### src/hdl/frame_fill_pkg.sv
`default_nettype none

package frame_fill_pkg;

  // pixel and memory word geometry
  localparam int color_w = 24;
  localparam int data_w = 128;
  localparam int mask_w = 16;
  localparam int addr_w = 31;

  // 32-bit colour slots packed into one data word
  localparam int pixels_per_word = 4;

  // two data words per burst
  localparam int pixels_per_burst = 8;

  // one host fill request
  typedef struct packed {
    logic [color_w-1:0] color;
    logic [31:0]        frame_base;
  } fill_cmd_t;

  // one write-data beat, first beat also carries the address
  typedef struct packed {
    logic [addr_w-1:0] addr;
    logic [data_w-1:0] data;
    logic              first;
  } burst_beat_t;

  // engine FSM
  typedef enum logic [1:0] {
    fill_idle   = 2'd0,
    fill_first  = 2'd1,
    fill_second = 2'd2
  } fill_state_t;

endpackage

`default_nettype wire

### src/hdl/burst_arbiter.sv
`timescale 1ns/1ps
`default_nettype none

module burst_arbiter #(
  parameter int num_engines = 4
) (
  input  wire logic                   clk,
  input  wire logic                   rst_n,
  input  wire logic [num_engines-1:0] beat_valid,
  input  frame_fill_pkg::burst_beat_t beat [num_engines],
  output logic [num_engines-1:0]      beat_ready,
  input  wire logic                   af_full,
  input  wire logic                   wdf_full,
  output logic [frame_fill_pkg::addr_w-1:0] af_addr_din,
  output logic                        af_wr_en,
  output logic [frame_fill_pkg::data_w-1:0] wdf_din,
  output logic                        wdf_wr_en,
  output logic [frame_fill_pkg::mask_w-1:0] wdf_mask_din
);

  localparam int idx_w = (num_engines > 1) ? $clog2(num_engines) : 1;

  logic [idx_w-1:0] rr_ptr;
  logic [idx_w-1:0] grant;
  logic             locked;
  logic [idx_w-1:0] sel;
  logic             can_write;
  logic             fire;

  assign can_write = !af_full && !wdf_full;

  // locked grant wins, else search from the round-robin pointer
  always_comb begin
    int idx;
    logic found;
    sel = grant;
    found = locked;
    for (int k = 0; k < num_engines; k++) begin
      idx = int'(rr_ptr) + k;
      if (idx >= num_engines) idx = idx - num_engines;
      if (!found && beat_valid[idx]) begin
        sel = idx_w'(idx);
        found = 1'b1;
      end
    end
  end

  always_comb begin
    for (int i = 0; i < num_engines; i++) begin
      beat_ready[i] = can_write && (sel == idx_w'(i));
    end
  end

  assign fire = can_write && beat_valid[sel];

  assign af_addr_din  = beat[sel].addr;
  assign wdf_din      = beat[sel].data;
  assign af_wr_en     = fire && beat[sel].first;
  assign wdf_wr_en    = fire;
  // every byte written
  assign wdf_mask_din = '0;

  always_ff @(posedge clk) begin
    if (!rst_n) begin
      rr_ptr <= '0;
      grant  <= '0;
      locked <= 1'b0;
    end else if (fire) begin
      if (beat[sel].first) begin
        grant  <= sel;
        locked <= 1'b1;
      end else begin
        locked <= 1'b0;
        rr_ptr <= (sel == idx_w'(num_engines - 1)) ? '0 : sel + 1'b1;
      end
    end
  end

  a_af_with_wdf: assert property (
    @(posedge clk) disable iff (!rst_n)
    af_wr_en |-> wdf_wr_en
  );

  a_grant_held: assert property (
    @(posedge clk) disable iff (!rst_n)
    locked |=> $stable(grant)
  );

  // granted engine keeps its data beat up between the two writes
  a_second_pending: assert property (
    @(posedge clk) disable iff (!rst_n)
    locked |-> beat_valid[grant] && !beat[grant].first
  );

  a_no_write_full: assert property (
    @(posedge clk) disable iff (!rst_n)
    (af_full || wdf_full) |-> !af_wr_en && !wdf_wr_en
  );

endmodule

`default_nettype wire

### src/hdl/fill_dispatch.sv
`timescale 1ns/1ps
`default_nettype none

module fill_dispatch #(
  parameter int num_engines = 4
) (
  input  wire logic                       clk,
  input  wire logic                       rst_n,
  input  wire logic                       cmd_valid,
  input  frame_fill_pkg::fill_cmd_t       cmd,
  output logic                            cmd_ready,
  input  wire logic [num_engines-1:0]     eng_idle,
  output logic      [num_engines-1:0]     eng_cmd_valid,
  output frame_fill_pkg::fill_cmd_t       eng_cmd
);

  // payload fans out to every engine and only one valid bit rises
  assign eng_cmd = cmd;

  // any idle engine can take the next command
  assign cmd_ready = |eng_idle;

  // lowest-numbered idle engine wins
  always_comb begin
    logic found;
    found = 1'b0;
    eng_cmd_valid = '0;
    for (int i = 0; i < num_engines; i++) begin
      if (eng_idle[i] && !found) begin
        eng_cmd_valid[i] = cmd_valid;
        found = 1'b1;
      end
    end
  end

  // a command never lands on two engines
  a_one_target: assert property (
    @(posedge clk) disable iff (!rst_n)
    $onehot0(eng_cmd_valid)
  );

  // a busy engine never sees a command
  a_idle_target: assert property (
    @(posedge clk) disable iff (!rst_n)
    (eng_cmd_valid & ~eng_idle) == '0
  );

endmodule

`default_nettype wire

### src/hdl/frame_fill_top.sv
`timescale 1ns/1ps
`default_nettype none

module frame_fill_top #(
  parameter int num_engines = 4,
  parameter int h_pixels    = 800,
  parameter int v_lines     = 600
) (
  input  wire logic                         clk,
  input  wire logic                         rst_n,
  input  wire logic                         cmd_valid,
  input  frame_fill_pkg::fill_cmd_t         cmd,
  output logic                              cmd_ready,
  input  wire logic                         af_full,
  input  wire logic                         wdf_full,
  output logic [frame_fill_pkg::addr_w-1:0] af_addr_din,
  output logic                              af_wr_en,
  output logic [frame_fill_pkg::data_w-1:0] wdf_din,
  output logic                              wdf_wr_en,
  output logic [frame_fill_pkg::mask_w-1:0] wdf_mask_din
);

  logic [num_engines-1:0]      eng_idle;
  logic [num_engines-1:0]      eng_cmd_valid;
  frame_fill_pkg::fill_cmd_t   eng_cmd;
  logic [num_engines-1:0]      beat_valid;
  logic [num_engines-1:0]      beat_ready;
  frame_fill_pkg::burst_beat_t beat [num_engines];

  fill_dispatch #(
    .num_engines(num_engines)
  ) dispatch_i (
    .clk          (clk),
    .rst_n        (rst_n),
    .cmd_valid    (cmd_valid),
    .cmd          (cmd),
    .cmd_ready    (cmd_ready),
    .eng_idle     (eng_idle),
    .eng_cmd_valid(eng_cmd_valid),
    .eng_cmd      (eng_cmd)
  );

  for (genvar i = 0; i < num_engines; i++) begin : g_engine
    frame_filler #(
      .h_pixels(h_pixels),
      .v_lines (v_lines)
    ) filler_i (
      .clk       (clk),
      .rst_n     (rst_n),
      .cmd_valid (eng_cmd_valid[i]),
      .cmd       (eng_cmd),
      .idle      (eng_idle[i]),
      .beat_valid(beat_valid[i]),
      .beat      (beat[i]),
      .beat_ready(beat_ready[i])
    );
  end

  burst_arbiter #(
    .num_engines(num_engines)
  ) arbiter_i (
    .clk         (clk),
    .rst_n       (rst_n),
    .beat_valid  (beat_valid),
    .beat        (beat),
    .beat_ready  (beat_ready),
    .af_full     (af_full),
    .wdf_full    (wdf_full),
    .af_addr_din (af_addr_din),
    .af_wr_en    (af_wr_en),
    .wdf_din     (wdf_din),
    .wdf_wr_en   (wdf_wr_en),
    .wdf_mask_din(wdf_mask_din)
  );

endmodule

`default_nettype wire

### src/hdl/frame_filler.sv
`timescale 1ns/1ps
`default_nettype none

module frame_filler #(
  parameter int h_pixels = 800,
  parameter int v_lines  = 600
) (
  input  wire logic                   clk,
  input  wire logic                   rst_n,
  input  wire logic                   cmd_valid,
  input  frame_fill_pkg::fill_cmd_t   cmd,
  output logic                        idle,
  output logic                        beat_valid,
  output frame_fill_pkg::burst_beat_t beat,
  input  wire logic                   beat_ready
);

  localparam int col_w = 10;
  localparam int row_w = 10;
  localparam int word_w = frame_fill_pkg::data_w / frame_fill_pkg::pixels_per_word;
  localparam logic [col_w-1:0] last_col = col_w'(h_pixels - frame_fill_pkg::pixels_per_burst);
  localparam logic [row_w-1:0] last_row = row_w'(v_lines - 1);

  frame_fill_pkg::fill_state_t state;

  logic [frame_fill_pkg::color_w-1:0] color;
  logic [5:0]                         frame_sel;
  logic [col_w-1:0]                   col;
  logic [row_w-1:0]                   row;
  logic [word_w-1:0]                  color_word;
  logic                               beat_fire;
  logic                               last_burst;

  assign idle       = (state == frame_fill_pkg::fill_idle);
  assign beat_valid = !idle;
  assign beat_fire  = beat_valid && beat_ready;
  assign last_burst = (col == last_col) && (row == last_row);

  // colour zero-extended into each 32-bit slot
  assign color_word = {{(word_w - frame_fill_pkg::color_w){1'b0}}, color};

  assign beat.addr  = {6'b0, frame_sel, row, col[col_w-1:3], 2'b0};
  assign beat.data  = {frame_fill_pkg::pixels_per_word{color_word}};
  assign beat.first = (state == frame_fill_pkg::fill_first);

  // command payload, held for the whole frame
  always_ff @(posedge clk) begin
    if (idle && cmd_valid) begin
      color     <= cmd.color;
      frame_sel <= cmd.frame_base[27:22];
    end
  end

  always_ff @(posedge clk) begin
    if (!rst_n) begin
      state <= frame_fill_pkg::fill_idle;
      col   <= '0;
      row   <= '0;
    end else begin
      case (state)
        frame_fill_pkg::fill_idle: begin
          if (cmd_valid) begin
            state <= frame_fill_pkg::fill_first;
            col   <= '0;
            row   <= '0;
          end
        end
        frame_fill_pkg::fill_first: begin
          if (beat_fire) begin
            state <= frame_fill_pkg::fill_second;
          end
        end
        frame_fill_pkg::fill_second: begin
          if (beat_fire) begin
            if (last_burst) begin
              state <= frame_fill_pkg::fill_idle;
            end else begin
              state <= frame_fill_pkg::fill_first;
              // wrap to the next row at the right edge
              if (col == last_col) begin
                col <= '0;
                row <= row + 1'b1;
              end else begin
                col <= col + col_w'(frame_fill_pkg::pixels_per_burst);
              end
            end
          end
        end
        default: state <= frame_fill_pkg::fill_idle;
      endcase
    end
  end

  // a burst is never abandoned after its address beat
  a_no_abort: assert property (
    @(posedge clk) disable iff (!rst_n)
    state == frame_fill_pkg::fill_first |=> state != frame_fill_pkg::fill_idle
  );

  // stalled beat holds still
  a_beat_stable: assert property (
    @(posedge clk) disable iff (!rst_n)
    beat_valid && !beat_ready |=> beat_valid && $stable(beat)
  );

endmodule

`default_nettype wire

### config.mk
export PLATFORM = sky130hd
export DESIGN_NAME = frame_fill_top
export DESIGN_NICKNAME = d
export VERILOG_FILES = /design/src/hdl/frame_fill_pkg.sv /design/src/hdl/burst_arbiter.sv /design/src/hdl/fill_dispatch.sv /design/src/hdl/frame_fill_top.sv /design/src/hdl/frame_filler.sv
export SDC_FILE = /design/constraint.sdc
export NUM_CORES = 1
export LEC_CHECK = 0
export ABC_AREA = 1
export BUFFER_PORTS_ARGS = -buffer_cell sky130_fd_sc_hd__buf_2
export CAP_MARGIN = 25
export CELL_PAD_IN_SITES_DETAIL_PLACEMENT = 0
export CELL_PAD_IN_SITES_GLOBAL_PLACEMENT = 1
export CORE_ASPECT_RATIO = 0.9
export CORE_UTILIZATION = 37
export DETAILED_ROUTE_END_ITERATION = 10
export HOLD_SLACK_MARGIN = 0.08
export PLACE_DENSITY = 0.77
export SETUP_SLACK_MARGIN = 0.2
export SLEW_MARGIN = 20
export SYNTH_ARGS = -nofsm -noshare
export SYNTH_HDL_FRONTEND = slang
export SYNTH_SLANG_ARGS = --single-unit
### constraint.sdc
create_clock -name clk -period 3.3 [get_ports clk]
set_input_delay 0.165 -clock clk [delete_from_list [all_inputs] [get_ports clk]]
set_output_delay 0.165 -clock clk [all_outputs]
set_load 0.05 [all_outputs]
==> results of run 1 <==
cell families (layout without fill, tap and decap cells):
kind of cell               Yosys count  count (layout)  share of synthesized area
buffers and inverters              300             442                      0.154
and+or+nand+nor                    568             568                      0.237
DFF                                201             201                      0.479
other                                1              56                   0.000344
AOI/OAI and AO/OA                  198             198                      0.107
xor gates and xnor gates            15              15                     0.0120
adders and majority gates            9               9                     0.0103
layout make-up:
| class | instances | area share |
|---|---|---|
| multi-input combinational | 846 | 0.317 |
| tap | 396 | 0.0347 |
| timing repair buffer | 274 | 0.191 |
| inverter | 125 | 0.0350 |
| sequential | 201 | 0.367 |
| clock buffer | 29 | 0.0448 |
| clock inverter | 14 | 0.0103 |
Yosys cell counts, drive strengths merged (3+ instances only):
library cell / instances
a211oi: 3
a21oi: 74
a31oi: 3
buf: 152
clkbuf: 23
clkinv: 3
dfxtp: 81
edfxtp: 120
ha: 9
inv: 122
nand2: 227
nand3: 74
nand4: 18
nor2: 191
nor3: 48
nor4: 7
o211ai: 33
o21ai: 66
o221ai: 16
xnor2: 3
xor2: 12
state kept, by name, summed over array words and instances, names as in the netlist:
| signal | flops |
|---|---|
| arbiter_i.locked | 1 |
| arbiter_i.grant | 2 |
| g_engine.filler_i.row | 40 |
| g_engine.filler_i.color | 96 |
| g_engine.filler_i.state | 8 |
| arbiter_i.rr_ptr | 2 |
| g_engine.filler_i.col | 28 |
| g_engine.filler_i.frame_sel | 24 |
per-layer routing:
metal  up-vias  GRT usage
met5         -          0
met4         0     0.0436
met3        49     0.0399
met2       305      0.305
met1      4333      0.251
li1       4517          -
metrics by stage:
stage	area (sq um)	hold slack, ns	worst slack, ns
after global placement	11500	0.378	0.246
after floorplan	11100	0.264	0.165
final	14300	0.133	0.132
after CTS	13500	0.128	0.180
after detailed placement	11500	0.381	0.192
after global routing	14300	0.161	0.00289
worst min path at each step:
stage                                          endpoint  slack (ns)  depth (start not counted)     start
final                                  arbiter_i.locked        0.13                          5   af_full
after detailed placement  g_engine[0].filler_i.color[6]        0.38                          1   cmd[38]
after global placement    g_engine[1].filler_i.color[7]        0.38                          1   cmd[39]
after global routing                   arbiter_i.locked        0.16                          5  wdf_full
after CTS                              arbiter_i.locked        0.13                          5   af_full
after floorplan           g_engine[0].filler_i.color[0]        0.26                          0   cmd[32]
critical path: stages, from the launching register on:
cell and delay, ns:
dfxtp_4 0.35, nor2_4 0.18, nand2_4 0.10, nand3_4 0.11, nand2_2 0.08, nor2_1 0.10, nand3_1 0.14, nand2_2 0.14
nand2_4 0.06, nand2_4 0.09, nand2_8 0.08, buf_6 0.14, nand2_4 0.08, inv_8 0.05, buf_4 0.13, buf_12 0.13
nand2_1 0.07, o211ai_1 0.09, buf_4 0.17, buf_4 0.19
timing repair:
| action | 4_1_cts | 5_1_grt |
|---|---|---|
| pin swaps | 25 | 34 |
| cloned | 5 | 1 |
| hold endpoints to repair | 124 | 0 |
| endpoints found under the setup margin | 122 | 129 |
| buffers inserted | 31 | 20 |
| hold buffers | 31 | 0 |
| gates resized for setup | 165 | 202 |
==> results.json, run 1 <==
{
  "async_flop_share": 0,
  "setup-tns-final_ns": 0,
  "wl_met1_mm": 13.1,
  "nets": 1542,
  "timing.final.crit_period_ns": 3.17,
  "drt-total-wl_mm": 29.3,
  "clkLatencyLatePin_ns": 0.52,
  "place_inst": 1754,
  "diodes": 0,
  "clkSinkCount": 201,
  "critPathLaunchType": "flop",
  "grt_usage": 0.186,
  "die-area_sq_um": 30200,
  "critPathLaunch": "g_engine[3].filler_i.state[0]",
  "cap_violations": 0,
  "status": "complete, no violations",
  "cts_buffer_depth": 3,
  "grt_antenna_before_repair": 0,
  "dr.first_iter.drc_count": 603,
  "fp.dieW_microns": 183,
  "core_sq_um": 28900,
  "skew_ns": 0.0101,
  "arrival_ns": 3.00,
  "rows": 59,
  "via_count": 9204,
  "vias_per_cell": 4.88,
  "wl_met2_mm": 13.7,
  "rr_endpoint": "g_engine[3].filler_i.row[6]",
  "worstRegToRegCells": 21,
  "ys_ff_latch": 201,
  "grt_max_degree": 44,
  "yosys-top-cells-area": "edfxtp_1, dfxtp_1, buf_4, nand2_1, nor2_1",
  "synth_top_area_share": 0.330,
  "root_buffer": "clkbuf_16",
  "post-route-util": 0.494,
  "ios": 239,
  "top_layer_used": "met4",
  "drv_slew": 0,
  "mostFrequentLayoutCell": "nand2_1",
  "met3_length_mm": 1.96,
  "grt_pass1_vias": 8354,
  "multi_input_area_sq_um": 4520,
  "regArea_sq_um": 5250,
  "dp.final_hpwl_mm": 17.6,
  "hold_viol": 0,
  "cp_max_fo": 6,
  "fmax_mhz": 316,
  "worst_setup_path_end_kind": "output port",
  "wl_per_cell_microns": 15.6,
  "syn_inst": 1292,
  "final_cell_mix": "nand2_1, nor2_1, edfxtp_1",
  "start_util": 0.377,
  "fin_cells": 1885,
  "ant_nets": 0,
  "ys.flop_type": "edfxtp_1",
  "final_layout_size_suffix_gt1_frac": 0.259,
  "drt_first_pass_iters": 5,
  "worstReg2RegStart": "g_engine[3].filler_i.state[0]",
  "slew_headroom": 0.453,
  "die_h_microns": 165,
  "drc": 0,
  "cts_tree": "built",
  "syn_to_final_growth_pct": 30.9,
  "synth_edf_count": 120,
  "numPortBuffers": 156,
  "clk_pin_slew_ns": 0.06,
  "yosys.area.top_type": "edfxtp_1",
  "finalSetupViolations": 0,
  "h-tree-depth": 1,
  "synth.distinct_cells": 42,
  "crit_end": "wdf_din[49]",
  "syn_avg_cell_area_sq_um": 8.44,
  "path_class": "flop to output port",
  "numCtsBuffers": 24,
  "worst_pin_slew_ns": 0.818,
  "synth_area_sq_um": 10900,
  "yosysSeqAreaShare": 0.479,
  "min_path_type": "input port to flop",
  "period_share": 0.960,
  "grt_first_pass_wirelength_mm": 44.3,
  "rsz0062_at_grt": "true",
  "timing.reg2reg.setup_slack_ns": 0.40,
  "ys_warn_count": 0,
  "grt_overflow": 0,
  "cp.required_ns": 3.13,
  "nFillCells": 2641,
  "gp_congestion": 0.854
}
Power of run 1 is not shown: default switching activity piles up to over one toggle a cycle in this logic, so the estimate is an artifact.
==> inputs of run 2 (changes only) <==
CORE_UTILIZATION = 39   (was 37)
PLACE_DENSITY = 0.79   (was 0.77)
SYNTH_HIERARCHICAL = 1   (was default)
==> run 2 against run 1 <==
Effect of this change:
- synthesized cell count rose by 95%
- worst setup slack got worse by 0.090 ns
- via count rose by 77%
- count of clock-buffer cells in the layout rose by 3
- sequential cell count did not move
- maximum frequency fell by 2.7%
- critical path depth fell by 3
- global-route usage rose by 5.4 points
- register-to-register slack got worse by 0.19 ns
- clock skew rose by 0.016 ns
- first-iteration DRC count rose to 2.8 times the previous value
- final cell count rose by 66%
- critical endpoint is now wdf_din[39]
==> results.json, run 2 <==
{
  "grt_max_degree": 44,
  "path_buf_inv": 4,
  "syn_avg_cell_area_sq_um": 7.05,
  "syn_to_final_growth_pct": 23.8,
  "dr.first_iter.drc_count": 1677,
  "clkSinkCount": 201,
  "numPortBuffers": 196,
  "timing.final.crit_period_ns": 3.26,
  "cap_violations": 0,
  "min_path_type": "input port to flop",
  "fmax_mhz": 307,
  "ant_nets": 0,
  "status": "complete, no violations",
  "ys_warn_count": 6,
  "cts_buffer_depth": 3,
  "drv_slew": 0,
  "min_to": "g_engine[0].filler_i/col[5]",
  "clkLatencyLatePin_ns": 0.56,
  "timing.reg2reg.setup_slack_ns": 0.21,
  "period_share": 0.987,
  "post-route-util": 0.494,
  "critPathLaunchType": "flop",
  "finalSetupViolations": 0,
  "grt_first_pass_wirelength_mm": 85.6,
  "ios": 239,
  "crit_path_top_delay_cell": "dfxtp_4",
  "fp.dieW_microns": 227,
  "core_sq_um": 44500,
  "max_stage_delay_ns": 0.36,
  "die-area_sq_um": 46400,
  "crit_path_frequent_cell": "nand2_1",
  "nets": 2586,
  "clk_pin_slew_ns": 0.06,
  "hold_viol": 0,
  "worst_hold_path.num_cells": 7,
  "worst_pin_slew_ns": 0.669,
  "mostFrequentLayoutCell": "nor2_1",
  "post-place-ws_ns": 0.209,
  "hp-start": "cmd_valid",
  "wl_per_cell_microns": 19.7,
  "setup-tns-final_ns": 0,
  "grt_pass1_vias": 14500,
  "grt_usage": 0.240,
  "start_util": 0.399,
  "dp.final_hpwl_mm": 29.0,
  "grt_antenna_before_repair": 2,
  "gp_congestion": 0.889,
  "nFillCells": 4179,
  "final_layout_size_suffix_gt1_frac": 0.289,
  "skew_ns": 0.0257,
  "fin_ws_ns": 0.0424,
  "grt_overflow": 0,
  "syn_inst": 2516,
  "rsz0062_at_grt": "true",
  "slew_headroom": 0.554,
  "rows": 73,
  "numCtsBuffers": 26,
  "via_count": 16300,
  "top_regs": "g_engine.filler_i/color: 96 flops, g_engine.filler_i/row: 40 flops, g_engine.filler_i/col: 28 flops",
  "drt-total-wl_mm": 61.6,
  "regMostFlops": "g_engine.filler_i/color",
  "largest_reg_flops": 96,
  "die_h_microns": 204,
  "cp.required_ns": 3.13,
  "root_buffer": "clkbuf_16",
  "cp_cell_sequence": "nor2_4 > inv_2 > nand2_2 > nand2_2 > nand2_1 > nand2_1 > nand4_1 > buf_4 > nand3_4 > nand2_1 > nand2_1 > nand2_4 > bufbuf_16 > o21ai_0 > o22ai_1 > buf_4",
  "drc": 0,
  "cp_max_fo": 30,
  "h-tree-depth": 1,
  "vias_per_cell": 5.21,
  "rr_endpoint": "g_engine[0].filler_i/row[2]",
  "arrival_ns": 3.09,
  "cts_tree": "built",
  "final_cell_mix": "nor2_1, nand2_1, o21ai_0",
  "path_class": "flop to output port",
  "synth_area_sq_um": 17700,
  "worst_setup_path_end_kind": "output port",
  "path_delay_family": "simple AND/OR/NAND/NOR gates",
  "worstRegToRegCells": 20,
  "drt_first_pass_iters": 6,
  "worstReg2RegStart": "g_engine[2].filler_i/state[1]"
}
run 2: worst max-delay path by stage:
stage                                              from  cells past startpoint  slack, ns                     endpoint
after global routing      g_engine[2].filler_i/state[1]                     16      -0.11                  wdf_din[72]
final                     g_engine[2].filler_i/state[1]                     16       0.04                  wdf_din[39]
after detailed placement  g_engine[2].filler_i/state[0]                     19       0.21  g_engine[2].filler_i/col[8]
after global placement    g_engine[2].filler_i/state[0]                     19       0.23  g_engine[2].filler_i/col[8]
after floorplan           g_engine[3].filler_i/state[0]                     21       0.45  g_engine[3].filler_i/row[0]
after CTS                 g_engine[2].filler_i/state[0]                     19       0.03                 wdf_din[112]
run 2: through the flow:
step	hold WS (ns)	cells	cell area, sq um
floorplan	0.285	2687	18400
global placement	0.374	2899	16100
detailed placement	0.382	2899	16100
CTS	0.225	3084	20400
global route	0.347	3133	22000
finish	0.297	3134	22000
run 2: worst reg2reg max path, stage by stage (launching register included):
cell and delay, ns:
dfxtp_4 0.36, nor2_4 0.14, inv_2 0.07, nand2_2 0.10, nand3_4 0.08, nand2_4 0.10, nand4_1 0.18, nand2_2 0.16
nand3_4 0.15, nand2_8 0.16, buf_12 0.16, buf_4 0.12, ha_1 0.13, inv_1 0.05, nor2_1 0.24, nand2_2 0.14
nand2_8 0.11, nand4_1 0.21, inv_1 0.16, nand2_1 0.06, a21oi_1 0.13
run 2: layer usage:
layer,wire length [microns],track usage,up-vias
met5,14,0,-
met4,1930,0.0837,2
met3,4820,0.0390,130
met2,28400,0.390,773
met1,26400,0.319,7694
li1,-,-,7734
run 2: final cells by class:
class | instances | area (sq um) | area share
diodes | 1 | 2.50 | 0.000114
clock buffers | 32 | 673 | 0.0307
clock inverters | 16 | 204 | 0.00929
inverters | 147 | 573 | 0.0261
multi-input cells | 1735 | 9290 | 0.423
flip-flops and latches | 201 | 5260 | 0.239
well taps | 600 | 751 | 0.0342
repair buffers | 401 | 5200 | 0.237
repair inverters | 1 | 16.3 | 0.000741
run 2: timing repair:
item                                   CTS  global route
setup buffers                           51            30
gates cloned                            53            19
pin swaps                               60           103
setup endpoints to repair              162           227
endpoints found under the hold margin  129             0
hold buffers                            33             0
gates resized for setup                392           317
Power of run 2 is left out for the same reason.
